`src/vga_bus_pkg.sv`:
```
package vga_bus_pkg;

  localparam int WB_DW = 32;
  localparam int WB_AW = 30; // word address, byte address bits 31:2
  localparam int WB_SW = WB_DW / 8;

  // master side of a classic cycle
  typedef struct packed {
    logic             cyc;
    logic             stb;
    logic             we;
    logic [WB_AW-1:0] adr;
    logic [WB_SW-1:0] sel;
    logic [WB_DW-1:0] dat;
  } wb_req_t;

  // slave side, ack is a single cycle
  typedef struct packed {
    logic             ack;
    logic [WB_DW-1:0] dat;
  } wb_rsp_t;

endpackage

```
`src/vga_disp_pkg.sv`:
```
package vga_disp_pkg;

  localparam int BPP = 8;

  typedef struct packed {
    logic [BPP-1:0] r;
    logic [BPP-1:0] g;
    logic [BPP-1:0] b;
  } rgb_t;

  // code 3 is not named and behaves like MODE_OFF
  typedef enum logic [1:0] {
    MODE_MONO = 2'd0,
    MODE_13H  = 2'd1,
    MODE_OFF  = 2'd2
  } vga_mode_t;

  // 640x480 at 60 Hz
  localparam int H_VISIBLE_DEF = 640;
  localparam int H_FRONT_DEF   = 16;
  localparam int H_SYNC_DEF    = 96;
  localparam int H_BACK_DEF    = 48;
  localparam int V_VISIBLE_DEF = 480;
  localparam int V_FRONT_DEF   = 10;
  localparam int V_SYNC_DEF    = 2;
  localparam int V_BACK_DEF    = 33;

  localparam logic [1:0] REG_BASE   = 2'd0; // word index, byte address bits 3:2
  localparam logic [1:0] REG_MODE   = 2'd1;
  localparam logic [1:0] REG_STATUS = 2'd2;

  localparam int ST_UNDERRUN = 0;

  localparam rgb_t FG_MONO = '{r: '1, g: '1, b: '1};
  localparam rgb_t BG_MONO = '{r: '0, g: '0, b: '0};

endpackage

```
`src/vga_regs.sv`:
```
`timescale 1ns/1ps

module vga_regs
(
  input  logic                          clk_i,
  input  logic                          rst_i,
  input  vga_bus_pkg::wb_req_t          cfg_req_i,
  input  logic                          underrun_i,
  output vga_bus_pkg::wb_rsp_t          cfg_rsp_o,
  output vga_disp_pkg::vga_mode_t       mode_o,
  output logic [vga_bus_pkg::WB_AW-1:0] base_o
);

  typedef enum logic {SS_IDLE, SS_DONE} sstate_t;

  sstate_t                       sstate_q, sstate_d;
  logic [vga_bus_pkg::WB_DW-1:0] base_q, base_d;
  logic [1:0]                    mode_q, mode_d;
  logic                          underrun_q, underrun_d;
  logic [vga_bus_pkg::WB_DW-1:0] rdat_q, rdat_d;
  logic [vga_bus_pkg::WB_DW-1:0] wmask;
  logic [1:0]                    idx;

  assign idx = cfg_req_i.adr[1:0];

  always_comb
  begin
    for (int i = 0; i < vga_bus_pkg::WB_SW; i++)
      wmask[8*i +: 8] = {8{cfg_req_i.sel[i]}};
  end

  always_comb
  begin
    sstate_d   = sstate_q;
    base_d     = base_q;
    mode_d     = mode_q;
    underrun_d = underrun_q;
    rdat_d     = rdat_q;
    case (sstate_q)
      SS_IDLE:
        if (cfg_req_i.cyc && cfg_req_i.stb)
        begin
          sstate_d = SS_DONE;
          if (cfg_req_i.we)
          begin
            case (idx)
              vga_disp_pkg::REG_BASE:
                base_d = (base_q & ~wmask) | (cfg_req_i.dat & wmask);
              vga_disp_pkg::REG_MODE:
                if (cfg_req_i.sel[0])
                  mode_d = cfg_req_i.dat[1:0];
              vga_disp_pkg::REG_STATUS:
                if (cfg_req_i.sel[0] && cfg_req_i.dat[vga_disp_pkg::ST_UNDERRUN])
                  underrun_d = 1'b0; // write one to clear
              default: ;
            endcase
          end
          else
          begin
            rdat_d = '0;
            case (idx)
              vga_disp_pkg::REG_BASE:   rdat_d = base_q;
              vga_disp_pkg::REG_MODE:   rdat_d[1:0] = mode_q;
              vga_disp_pkg::REG_STATUS: rdat_d[vga_disp_pkg::ST_UNDERRUN] = underrun_q;
              default: ;
            endcase
          end
        end
      default: sstate_d = SS_IDLE;
    endcase
    if (underrun_i)
      underrun_d = 1'b1; // fresh pulse beats a clear
  end

  always_ff @(posedge clk_i or posedge rst_i)
  begin
    if (rst_i)
    begin
      sstate_q   <= SS_IDLE;
      base_q     <= '0;
      mode_q     <= vga_disp_pkg::MODE_OFF;
      underrun_q <= 1'b0;
    end
    else
    begin
      sstate_q   <= sstate_d;
      base_q     <= base_d;
      mode_q     <= mode_d;
      underrun_q <= underrun_d;
    end
  end

  always_ff @(posedge clk_i)
    rdat_q <= rdat_d;

  assign cfg_rsp_o.ack = (sstate_q == SS_DONE);
  assign cfg_rsp_o.dat = rdat_q;
  assign mode_o        = vga_disp_pkg::vga_mode_t'(mode_q);
  assign base_o        = base_q[vga_bus_pkg::WB_AW-1:0];

  ack_single_a: assert property (@(posedge clk_i) disable iff (rst_i)
    cfg_rsp_o.ack |=> !cfg_rsp_o.ack);

endmodule

```
`src/vga_crtc.sv`:
```
`timescale 1ns/1ps

module vga_crtc
#(
  parameter int H_VISIBLE = vga_disp_pkg::H_VISIBLE_DEF,
  parameter int H_FRONT   = vga_disp_pkg::H_FRONT_DEF,
  parameter int H_SYNC    = vga_disp_pkg::H_SYNC_DEF,
  parameter int H_BACK    = vga_disp_pkg::H_BACK_DEF,
  parameter int V_VISIBLE = vga_disp_pkg::V_VISIBLE_DEF,
  parameter int V_FRONT   = vga_disp_pkg::V_FRONT_DEF,
  parameter int V_SYNC    = vga_disp_pkg::V_SYNC_DEF,
  parameter int V_BACK    = vga_disp_pkg::V_BACK_DEF
)
(
  input  logic                          clk_i,
  input  logic                          rst_i,
  input  vga_disp_pkg::vga_mode_t       mode_i,
  input  logic [vga_bus_pkg::WB_AW-1:0] base_i,
  input  vga_disp_pkg::rgb_t            mono_pix_i,
  input  vga_disp_pkg::rgb_t            h13_pix_i,
  input  vga_bus_pkg::wb_req_t          mono_req_i,
  input  vga_bus_pkg::wb_req_t          h13_req_i,
  output logic [15:0]                   x_o,
  output logic [15:0]                   y_o,
  output logic                          h_active_o,
  output logic                          v_active_o,
  output logic                          eol_o,
  output logic                          eos_o,
  output vga_disp_pkg::vga_mode_t       frame_mode_o,
  output logic [vga_bus_pkg::WB_AW-1:0] frame_base_o,
  output vga_bus_pkg::wb_req_t          mem_req_o,
  output vga_disp_pkg::rgb_t            rgb_o,
  output logic                          hs_o,
  output logic                          vs_o,
  output logic                          blank_n_o
);

  localparam int H_TOTAL  = H_VISIBLE + H_FRONT + H_SYNC + H_BACK;
  localparam int V_TOTAL  = V_VISIBLE + V_FRONT + V_SYNC + V_BACK;
  localparam int H_SYNC_0 = H_VISIBLE + H_FRONT;
  localparam int V_SYNC_0 = V_VISIBLE + V_FRONT;

  logic [15:0]                   h_q, v_q;
  vga_disp_pkg::vga_mode_t       mode_q;
  logic [vga_bus_pkg::WB_AW-1:0] base_q;
  vga_disp_pkg::rgb_t            pix;
  logic                          hs, vs, blank_n;

  always_ff @(posedge clk_i or posedge rst_i)
  begin
    if (rst_i)
    begin
      h_q <= '0;
      v_q <= '0;
    end
    else if (h_q == 16'(H_TOTAL - 1))
    begin
      h_q <= '0;
      v_q <= (v_q == 16'(V_TOTAL - 1)) ? '0 : v_q + 16'd1;
    end
    else
      h_q <= h_q + 16'd1;
  end

  assign x_o        = h_q;
  assign y_o        = v_q;
  assign h_active_o = (h_q < 16'(H_VISIBLE));
  assign v_active_o = (v_q < 16'(V_VISIBLE));
  assign eol_o      = (h_q == 16'(H_VISIBLE - 1));
  assign eos_o      = (h_q == 16'(H_TOTAL - 1)) && (v_q == 16'(V_TOTAL - 1));
  assign hs = !((h_q >= 16'(H_SYNC_0)) && (h_q < 16'(H_SYNC_0 + H_SYNC)));
  assign vs = !((v_q >= 16'(V_SYNC_0)) && (v_q < 16'(V_SYNC_0 + V_SYNC)));
  assign blank_n = h_active_o & v_active_o;

  always_ff @(posedge clk_i or posedge rst_i)
  begin
    if (rst_i)
    begin
      mode_q <= vga_disp_pkg::MODE_OFF;
      base_q <= '0;
    end
    else if (eos_o)
    begin
      mode_q <= mode_i;
      base_q <= base_i;
    end
  end

  // drivers see the new frame values already in the eos cycle
  assign frame_mode_o = eos_o ? mode_i : mode_q;
  assign frame_base_o = eos_o ? base_i : base_q;

  always_comb
  begin
    case (frame_mode_o)
      vga_disp_pkg::MODE_MONO:
      begin
        mem_req_o = mono_req_i;
        pix       = mono_pix_i;
      end
      vga_disp_pkg::MODE_13H:
      begin
        mem_req_o = h13_req_i;
        pix       = h13_pix_i;
      end
      default:
      begin
        mem_req_o = '0;
        pix       = '0; // off, sync keeps running
      end
    endcase
  end

  always_ff @(posedge clk_i or posedge rst_i)
  begin
    if (rst_i)
    begin
      rgb_o     <= '0;
      hs_o      <= 1'b1;
      vs_o      <= 1'b1;
      blank_n_o <= 1'b0;
    end
    else
    begin
      rgb_o     <= blank_n ? pix : '0;
      hs_o      <= hs;
      vs_o      <= vs;
      blank_n_o <= blank_n;
    end
  end

  hs_width_a: assert property (@(posedge clk_i) disable iff (rst_i)
    $fell(hs_o) |-> (!hs_o) [*H_SYNC] ##1 hs_o);

endmodule

```
`src/gm_mono.sv`:
```
`timescale 1ns/1ps

module gm_mono
#(
  parameter int H_VISIBLE = vga_disp_pkg::H_VISIBLE_DEF
)
(
  input  logic                          clk_i,
  input  logic                          rst_i,
  input  logic                          en_i,
  input  logic [vga_bus_pkg::WB_AW-1:0] base_i,
  input  logic [15:0]                   x_i,
  input  logic                          h_active_i,
  input  logic                          v_active_i,
  input  logic                          eol_i,
  input  logic                          eos_i,
  input  vga_bus_pkg::wb_rsp_t          mem_rsp_i,
  output vga_bus_pkg::wb_req_t          mem_req_o,
  output vga_disp_pkg::rgb_t            pix_o,
  output logic                          underrun_o
);

  logic [vga_bus_pkg::WB_AW-1:0] adr_q;
  logic                          req_q, pend_q;
  logic [vga_bus_pkg::WB_DW-1:0] cur_q, nxt_q, word;
  logic                          cur_vld_q, nxt_vld_q, word_vld;
  logic                          ack, bound, fetch, start;

  assign ack   = req_q & mem_rsp_i.ack;
  assign bound = en_i & h_active_i & v_active_i & (x_i[4:0] == 5'd0); // word boundary
  // last word of a line fetches nothing, eol starts the next line
  assign fetch = bound & (x_i < 16'(H_VISIBLE - 32));
  assign start = en_i & ~req_q & (eos_i | (eol_i & v_active_i) | fetch | pend_q);
  assign underrun_o = bound & ~nxt_vld_q;

  always_ff @(posedge clk_i or posedge rst_i)
  begin
    if (rst_i)
    begin
      adr_q     <= '0;
      req_q     <= 1'b0;
      pend_q    <= 1'b0;
      cur_vld_q <= 1'b0;
      nxt_vld_q <= 1'b0;
    end
    else
    begin
      if (eos_i & ~req_q)
        adr_q <= base_i;
      else if (ack)
        adr_q <= adr_q + 1'b1;
      if (~en_i | ack)
        req_q <= 1'b0;
      else if (start)
        req_q <= 1'b1;
      if (~en_i | eos_i | start)
        pend_q <= 1'b0;
      else if (fetch)
        pend_q <= 1'b1; // word still in flight, fetch once it lands
      if (bound)
      begin
        cur_vld_q <= nxt_vld_q;
        nxt_vld_q <= 1'b0;
      end
      if (ack)
        nxt_vld_q <= 1'b1;
      if (eos_i)
      begin
        cur_vld_q <= 1'b0;
        nxt_vld_q <= 1'b0;
      end
    end
  end

  always_ff @(posedge clk_i)
  begin
    if (bound)
      cur_q <= nxt_q;
    if (ack)
      nxt_q <= mem_rsp_i.dat;
  end

  // boundary pixel comes straight from the prefetch slot
  assign word     = (x_i[4:0] == 5'd0) ? nxt_q : cur_q;
  assign word_vld = (x_i[4:0] == 5'd0) ? nxt_vld_q : cur_vld_q;
  assign pix_o    = (word_vld && word[~x_i[4:0]]) ? vga_disp_pkg::FG_MONO
                                                  : vga_disp_pkg::BG_MONO;

  assign mem_req_o.cyc = req_q;
  assign mem_req_o.stb = req_q;
  assign mem_req_o.we  = 1'b0;
  assign mem_req_o.adr = adr_q;
  assign mem_req_o.sel = '1;
  assign mem_req_o.dat = '0;

  adr_hold_a: assert property (@(posedge clk_i) disable iff (rst_i)
    mem_req_o.stb && !mem_rsp_i.ack |=> $stable(mem_req_o.adr));

endmodule

```
`src/gm_13h.sv`:
```
`timescale 1ns/1ps

module gm_13h
#(
  parameter int H_VISIBLE = vga_disp_pkg::H_VISIBLE_DEF
)
(
  input  logic                          clk_i,
  input  logic                          rst_i,
  input  logic                          en_i,
  input  logic [vga_bus_pkg::WB_AW-1:0] base_i,
  input  logic [15:0]                   x_i,
  input  logic [15:0]                   y_i,
  input  logic                          h_active_i,
  input  logic                          v_active_i,
  input  logic                          eol_i,
  input  logic                          eos_i,
  input  vga_bus_pkg::wb_rsp_t          mem_rsp_i,
  output vga_bus_pkg::wb_req_t          mem_req_o,
  output vga_disp_pkg::rgb_t            pix_o,
  output logic                          underrun_o
);

  logic [vga_bus_pkg::WB_AW-1:0] adr_q, line_q;
  logic                          req_q;
  logic [vga_bus_pkg::WB_DW-1:0] cur_q, nxt_q, word;
  logic                          cur_vld_q, nxt_vld_q, word_vld;
  logic [7:0]                    pix_byte;
  logic                          ack, bound, line_go, start;

  assign ack     = req_q & mem_rsp_i.ack;
  assign bound   = en_i & h_active_i & v_active_i & (x_i[2:0] == 3'd0); // 4 pixels, doubled
  assign line_go = en_i & ~req_q & (eos_i | (eol_i & v_active_i));
  assign start   = line_go | (en_i & ~req_q & bound & (x_i < 16'(H_VISIBLE - 8)));
  assign underrun_o = bound & ~nxt_vld_q;

  always_ff @(posedge clk_i or posedge rst_i)
  begin
    if (rst_i)
    begin
      adr_q     <= '0;
      line_q    <= '0;
      req_q     <= 1'b0;
      cur_vld_q <= 1'b0;
      nxt_vld_q <= 1'b0;
    end
    else
    begin
      if (line_go & eos_i)
      begin
        adr_q  <= base_i;
        line_q <= base_i;
      end
      else if (line_go & ~y_i[0])
        adr_q <= line_q;        // odd line repeats the even one
      else if (line_go)
        line_q <= adr_q;        // start of the next line pair
      else if (ack)
        adr_q <= adr_q + 1'b1;
      if (~en_i | ack)
        req_q <= 1'b0;
      else if (start)
        req_q <= 1'b1;
      if (bound)
      begin
        cur_vld_q <= nxt_vld_q;
        nxt_vld_q <= 1'b0;
      end
      if (ack)
        nxt_vld_q <= 1'b1;
      if (eos_i)
      begin
        cur_vld_q <= 1'b0;
        nxt_vld_q <= 1'b0;
      end
    end
  end

  always_ff @(posedge clk_i)
  begin
    if (bound)
      cur_q <= nxt_q;
    if (ack)
      nxt_q <= mem_rsp_i.dat;
  end

  assign word     = (x_i[2:0] == 3'd0) ? nxt_q : cur_q;
  assign word_vld = (x_i[2:0] == 3'd0) ? nxt_vld_q : cur_vld_q;
  assign pix_byte = word[{x_i[2:1], 3'b000} +: 8]; // low byte leftmost

  // rrrgggbb widened by bit repetition
  assign pix_o.r = word_vld ? {pix_byte[7:5], pix_byte[7:5], pix_byte[7:6]} : '0;
  assign pix_o.g = word_vld ? {pix_byte[4:2], pix_byte[4:2], pix_byte[4:3]} : '0;
  assign pix_o.b = word_vld ? {4{pix_byte[1:0]}} : '0;

  assign mem_req_o.cyc = req_q;
  assign mem_req_o.stb = req_q;
  assign mem_req_o.we  = 1'b0;
  assign mem_req_o.adr = adr_q;
  assign mem_req_o.sel = '1;
  assign mem_req_o.dat = '0;

endmodule

```
`src/vga_master.sv`:
```
`timescale 1ns/1ps

module vga_master
#(
  parameter int H_VISIBLE = vga_disp_pkg::H_VISIBLE_DEF,
  parameter int H_FRONT   = vga_disp_pkg::H_FRONT_DEF,
  parameter int H_SYNC    = vga_disp_pkg::H_SYNC_DEF,
  parameter int H_BACK    = vga_disp_pkg::H_BACK_DEF,
  parameter int V_VISIBLE = vga_disp_pkg::V_VISIBLE_DEF,
  parameter int V_FRONT   = vga_disp_pkg::V_FRONT_DEF,
  parameter int V_SYNC    = vga_disp_pkg::V_SYNC_DEF,
  parameter int V_BACK    = vga_disp_pkg::V_BACK_DEF
)
(
  input  logic                 clk_i,
  input  logic                 rst_i,
  input  vga_bus_pkg::wb_req_t cfg_req_i,
  output vga_bus_pkg::wb_rsp_t cfg_rsp_o,
  output vga_bus_pkg::wb_req_t mem_req_o,
  input  vga_bus_pkg::wb_rsp_t mem_rsp_i,
  output vga_disp_pkg::rgb_t   rgb_o,
  output logic                 hs_o,
  output logic                 vs_o,
  output logic                 blank_n_o
);

  vga_disp_pkg::vga_mode_t       mode, frame_mode;
  logic [vga_bus_pkg::WB_AW-1:0] base, frame_base;
  logic [15:0]                   x, y;
  logic                          h_active, v_active, eol, eos;
  vga_bus_pkg::wb_req_t          mono_req, h13_req;
  vga_disp_pkg::rgb_t            mono_pix, h13_pix;
  logic                          mono_ur, h13_ur, underrun;
  logic                          mono_en, h13_en;

  assign underrun = mono_ur | h13_ur;
  assign mono_en  = (frame_mode == vga_disp_pkg::MODE_MONO);
  assign h13_en   = (frame_mode == vga_disp_pkg::MODE_13H);

  vga_regs regs0 (
    .clk_i(clk_i), .rst_i(rst_i), .cfg_req_i(cfg_req_i), .underrun_i(underrun),
    .cfg_rsp_o(cfg_rsp_o), .mode_o(mode), .base_o(base));

  vga_crtc #(
    .H_VISIBLE(H_VISIBLE), .H_FRONT(H_FRONT), .H_SYNC(H_SYNC), .H_BACK(H_BACK),
    .V_VISIBLE(V_VISIBLE), .V_FRONT(V_FRONT), .V_SYNC(V_SYNC), .V_BACK(V_BACK)
  ) crtc0 (
    .clk_i(clk_i), .rst_i(rst_i), .mode_i(mode), .base_i(base),
    .mono_pix_i(mono_pix), .h13_pix_i(h13_pix), .mono_req_i(mono_req), .h13_req_i(h13_req),
    .x_o(x), .y_o(y), .h_active_o(h_active), .v_active_o(v_active), .eol_o(eol), .eos_o(eos),
    .frame_mode_o(frame_mode), .frame_base_o(frame_base), .mem_req_o(mem_req_o),
    .rgb_o(rgb_o), .hs_o(hs_o), .vs_o(vs_o), .blank_n_o(blank_n_o));

  gm_mono #(.H_VISIBLE(H_VISIBLE)) mono0 (
    .clk_i(clk_i), .rst_i(rst_i), .en_i(mono_en), .base_i(frame_base), .x_i(x),
    .h_active_i(h_active), .v_active_i(v_active), .eol_i(eol), .eos_i(eos),
    .mem_rsp_i(mem_rsp_i), .mem_req_o(mono_req), .pix_o(mono_pix), .underrun_o(mono_ur));

  gm_13h #(.H_VISIBLE(H_VISIBLE)) h13_0 (
    .clk_i(clk_i), .rst_i(rst_i), .en_i(h13_en), .base_i(frame_base), .x_i(x), .y_i(y),
    .h_active_i(h_active), .v_active_i(v_active), .eol_i(eol), .eos_i(eos),
    .mem_rsp_i(mem_rsp_i), .mem_req_o(h13_req), .pix_o(h13_pix), .underrun_o(h13_ur));

endmodule

```
`config.mk`:
```
export PLATFORM = sky130hd
export DESIGN_NAME = vga_master
export DESIGN_NICKNAME = d
export VERILOG_FILES = /design/src/vga_bus_pkg.sv /design/src/vga_disp_pkg.sv /design/src/vga_regs.sv /design/src/vga_crtc.sv /design/src/gm_mono.sv /design/src/gm_13h.sv /design/src/vga_master.sv
export SDC_FILE = /design/constraint.sdc
export NUM_CORES = 1
export LEC_CHECK = 0
export ABC_AREA = 1
export BUFFER_PORTS_ARGS = -buffer_cell sky130_fd_sc_hd__buf_2
export CAP_MARGIN = 20
export CORE_AREA = 10 10 158 233
export CTS_BUF_LIST = sky130_fd_sc_hd__clkbuf_4 sky130_fd_sc_hd__clkbuf_8 sky130_fd_sc_hd__clkbuf_16
export DETAILED_ROUTE_END_ITERATION = 6
export DIE_AREA = 0 0 168 243
export MAX_ROUTING_LAYER = met4
export PLACE_DENSITY = 0.73
export SYNTH_ARGS = -nofsm -noshare
export SYNTH_HDL_FRONTEND = slang
export SYNTH_SLANG_ARGS = --single-unit
```
`constraint.sdc`:
```
create_clock -name clk_i -period 9.45 [get_ports clk_i]
set_clock_uncertainty 0.1 [all_clocks]
set_input_delay 0.945 -clock clk_i [delete_from_list [all_inputs] [get_ports clk_i]]
set_output_delay 0.945 -clock clk_i [all_outputs]
set_load 0.005 [all_outputs]
```
==> results.tsv <==
stage	metric	value	unit
cts	clkLatencyLatePin	0.56	ns
sta	relSlewSlack	27.4	%
die	die_y	243	µm
cts	clkTransAtPathRegs	0.07	ns
placement	dp_cells	2494	
critical_path	critPathArrivalTime	4.21	ns
drt	remaining_drc_errors	2	
yosys	yosys.area.top_type	edfxtp_1	
cts	cts-hold-fix-buffers	0	
critical_path	cp.required	8.41	ns
grt	grt.overflow.total	0	
sta	hold_violations	0	
cts	postCtsSetupBuffers	0	
grt	grtUsageTotal	25.2	%
drt	m1WireLength	18.5	mm
grt	antenna_found_initial	1	
finish	nets	2228	
cts	cts_inserted_buffers	34	
sta	rsz0062_at_grt	false	
yosys	synth_edf_count	160	
drt	wl_met2	25.9	mm
sta	timing.fmax	190	MHz
cts	cts_tree	built	
sta	worst_slew_pin_slew	1.08	ns
finish	fin_util	60.1	%
sta	tns	0	ns
sta	setup_viol	0	
critical_path	start_kind	flop	
drt	wirelength	51.6	mm
run	drv_cap	0	
run_status	status	complete, but fails checks	
drt	wl_per_cell	20.1	µm
cts	clock-root-buffer	clkbuf_16	
die	core_area	32500	µm²
die	fp.dieArea	40800	µm²
critical_path	critPathMaxFanout	29	
finish	diodes	0	
yosys	synth.avg_cell_area	8.70	µm²
die	fp-row-count	81	
finish	stdcell_count	2559	
yosys	synth_seq_area_share	54.9	%
cts	htreeDepth	2	
drt	wl_met3	3.76	mm
finish	areaGrowthSynthToFinish	12.9	%
sta	final-max-slew-violation-count	0	
drt	via_count	14581	
yosys	ys.flop_type	dfrtp_1	
yosys	synth_area_leaders	edfxtp_1, dfrtp_1, nand2_1	
placement	hpwl	37.0	mm
yosys	synth.top_cell.area_share	27.7	%
drt	ant_nets	0	
yosys	synth_cells	1991	
yosys	ys_types	52	
sta	finalCriticalPeriod	5.26	ns
die	boundaryPins	233	
die	initial_core_util	53.3	%
yosys	synth.ff_latch_count	348	
yosys	ys_warn_count	0	
cts	cts_resized	0	
critical_path	worstSetupEndpointType	output pin	
drt	via_per_inst	5.70	
grt	grt_max_degree	87	
power	powerDensity	182	nW/µm²
placement	io_buffer_count	171	
drt	highest_layer	met4	
run_status	failed_checks	design-rule violations	
drt	drtIter0Drc	1187	
sta	fin_crit_sh	55.6	%
critical_path	path_class	reg -> out	
die	dieWidth	168	µm
grt	grt_pass1_wl	79.9	mm
yosys	syn-cell-area	17300	µm²
power	p_leak	8.88	nW
power	power	0.00357	W
drt	dr.pass1.iters	7	
yosys	async_reset_ff_share	54.0	%
cts	clk_path_buf_depth	3	
grt	grt_pass1_vias	14490	
placement	gp_congestion	0.992	
min_path	hp-class	reg -> reg	
cts	cts_sinks	348	
finish	drive_above_1_share	13.6	%
power	ir_worst_vdd	0.169	mV
Yosys cell counts, types with 3 or more instances:
| cell | instances |
|---|---|
| nor2_1 | 238 |
| inv_2 | 10 |
| o21ai_0 | 116 |
| nand3_2 | 3 |
| inv_1 | 218 |
| nand3_1 | 155 |
| nor2_2 | 6 |
| buf_2 | 19 |
| a31oi_1 | 8 |
| edfxtp_1 | 160 |
| buf_4 | 58 |
| a211oi_1 | 6 |
| ha_1 | 6 |
| a32o_1 | 13 |
| xor2_1 | 42 |
| o211ai_1 | 9 |
| o221ai_1 | 4 |
| nor2_4 | 3 |
| nor3_1 | 41 |
| a221oi_1 | 4 |
| dfrtp_1 | 184 |
| buf_1 | 7 |
| o22ai_1 | 39 |
| nand2_1 | 425 |
| nand4_1 | 47 |
| nand2_2 | 6 |
| o21a_1 | 4 |
| a21oi_1 | 74 |
| dfstp_2 | 4 |
| clkbuf_1 | 43 |
| nor4_1 | 13 |
metal layers:
| layer | global-route usage, % | up-vias |
|---|---|---|
| met4 | 15.0 | 0 |
| met2 | 42.7 | 688 |
| li1 | - | 6810 |
| met5 | - | - |
| met3 | 3.61 | 156 |
| met1 | 27.6 | 6927 |
cell type report:
cell class	count	area, µm²
fill	2821	13000
sequential	348	9510
multi-input combinational	1317	6360
timing repair buffer	187	1050
clock buffer	47	1000
inverter	230	871
tap	415	519
clock inverter	15	244
worst max-delay path, stage by stage, from the launching register on:
cell and delay, ns:
dfrtp_1 0.87, ha_1 0.31, nand2_1 0.19, nor2_8 0.21, nand3_1 0.11, nor2_2 0.22, nand2_2 0.43, nand2_1 0.29
nand2_4 0.13, nand2_1 0.32, buf_16 0.23, o22ai_1 0.16, buf_2 0.17
power breakdown:
| group | switching, W | total (W) | internal [W] |
|---|---|---|---|
| combinational | 0.000207 | 0.000294 | 0.0000875 |
| sequential | 0.0000786 | 0.00176 | 0.00168 |
| clock | 0.000620 | 0.00151 | 0.000895 |
flip-flops by register name, summed over array words and instances (netlist names), 2 cells and up, named ones only:
name	cells
crtc0.base_q	10
crtc0.mode_q	2
crtc0.rgb_o	8
crtc0.x_o	16
crtc0.y_o	16
h13_0.adr_q	30
h13_0.cur_q	32
h13_0.line_q	30
h13_0.nxt_q	32
mono0.adr_q	30
mono0.cur_q	32
mono0.nxt_q	32
regs0.mode_o	2
regs0.rdat_q	32
through the flow:
step                worst slack, ns  hold WS, ns  cell area (µm²)
global route                   4.07        0.351            19600
global placement               4.31        0.330            18200
CTS                            3.72        0.333            19500
finish                         4.19        0.335            19600
detailed placement             4.32        0.334            18200
floorplan                      3.30        0.326            17500
path summary, 6_finish.rpt:
path,from,endpoint,slack [ns],cells after the start
max,crtc0.x_o[0]$_DFF_PP0_,mem_req_o[65],4.19,12
min reg2reg,h13_0.nxt_q[20]$_DFFE_PP_,h13_0.cur_q[20]$_DFFE_PN_,0.34,0
max in group asynchronous,rst_i,crtc0.x_o[15]$_DFF_PP0_,6.95,4
max reg2reg,crtc0.x_o[0]$_DFF_PP0_,h13_0.adr_q[20]$_DFFE_PP0P_,4.47,14
min,h13_0.nxt_q[20]$_DFFE_PP_,h13_0.cur_q[20]$_DFFE_PN_,0.34,0
min in group asynchronous,rst_i,regs0.sstate_q$_DFF_PP0_,0.38,2
layout by cell type, fill, tap and decap left out, types with 6 or more instances in the layout:
| master | n |
|---|---|
| a211oi_1 | 6 |
| a21oi_1 | 74 |
| a31oi_1 | 8 |
| a32o_1 | 13 |
| buf_2 | 171 |
| buf_4 | 12 |
| clkbuf_16 | 35 |
| clkbuf_4 | 6 |
| clkbuf_8 | 6 |
| clkinv_2 | 6 |
| conb_1 | 33 |
| dfrtp_1 | 184 |
| edfxtp_1 | 160 |
| ha_1 | 6 |
| inv_1 | 217 |
| inv_2 | 10 |
| nand2_1 | 425 |
| nand2_2 | 6 |
| nand3_1 | 155 |
| nand4_1 | 47 |
| nor2_1 | 238 |
| nor3_1 | 39 |
| nor4_1 | 13 |
| o211ai_1 | 9 |
| o21ai_0 | 116 |
| o22ai_1 | 39 |
| xor2_1 | 42 |
logic make-up after synthesis:
group	after synthesis	share of synthesized area, %
mux	2	0.116
fa+ha+maj	6	0.433
buf+inv	358	9.19
flops	348	54.9
other cells	1	0.0216
xor+xnor	43	2.17
compound gates	285	9.55
simple gates	948	23.6
No activity file was read; power rests on OpenSTA's default activity.
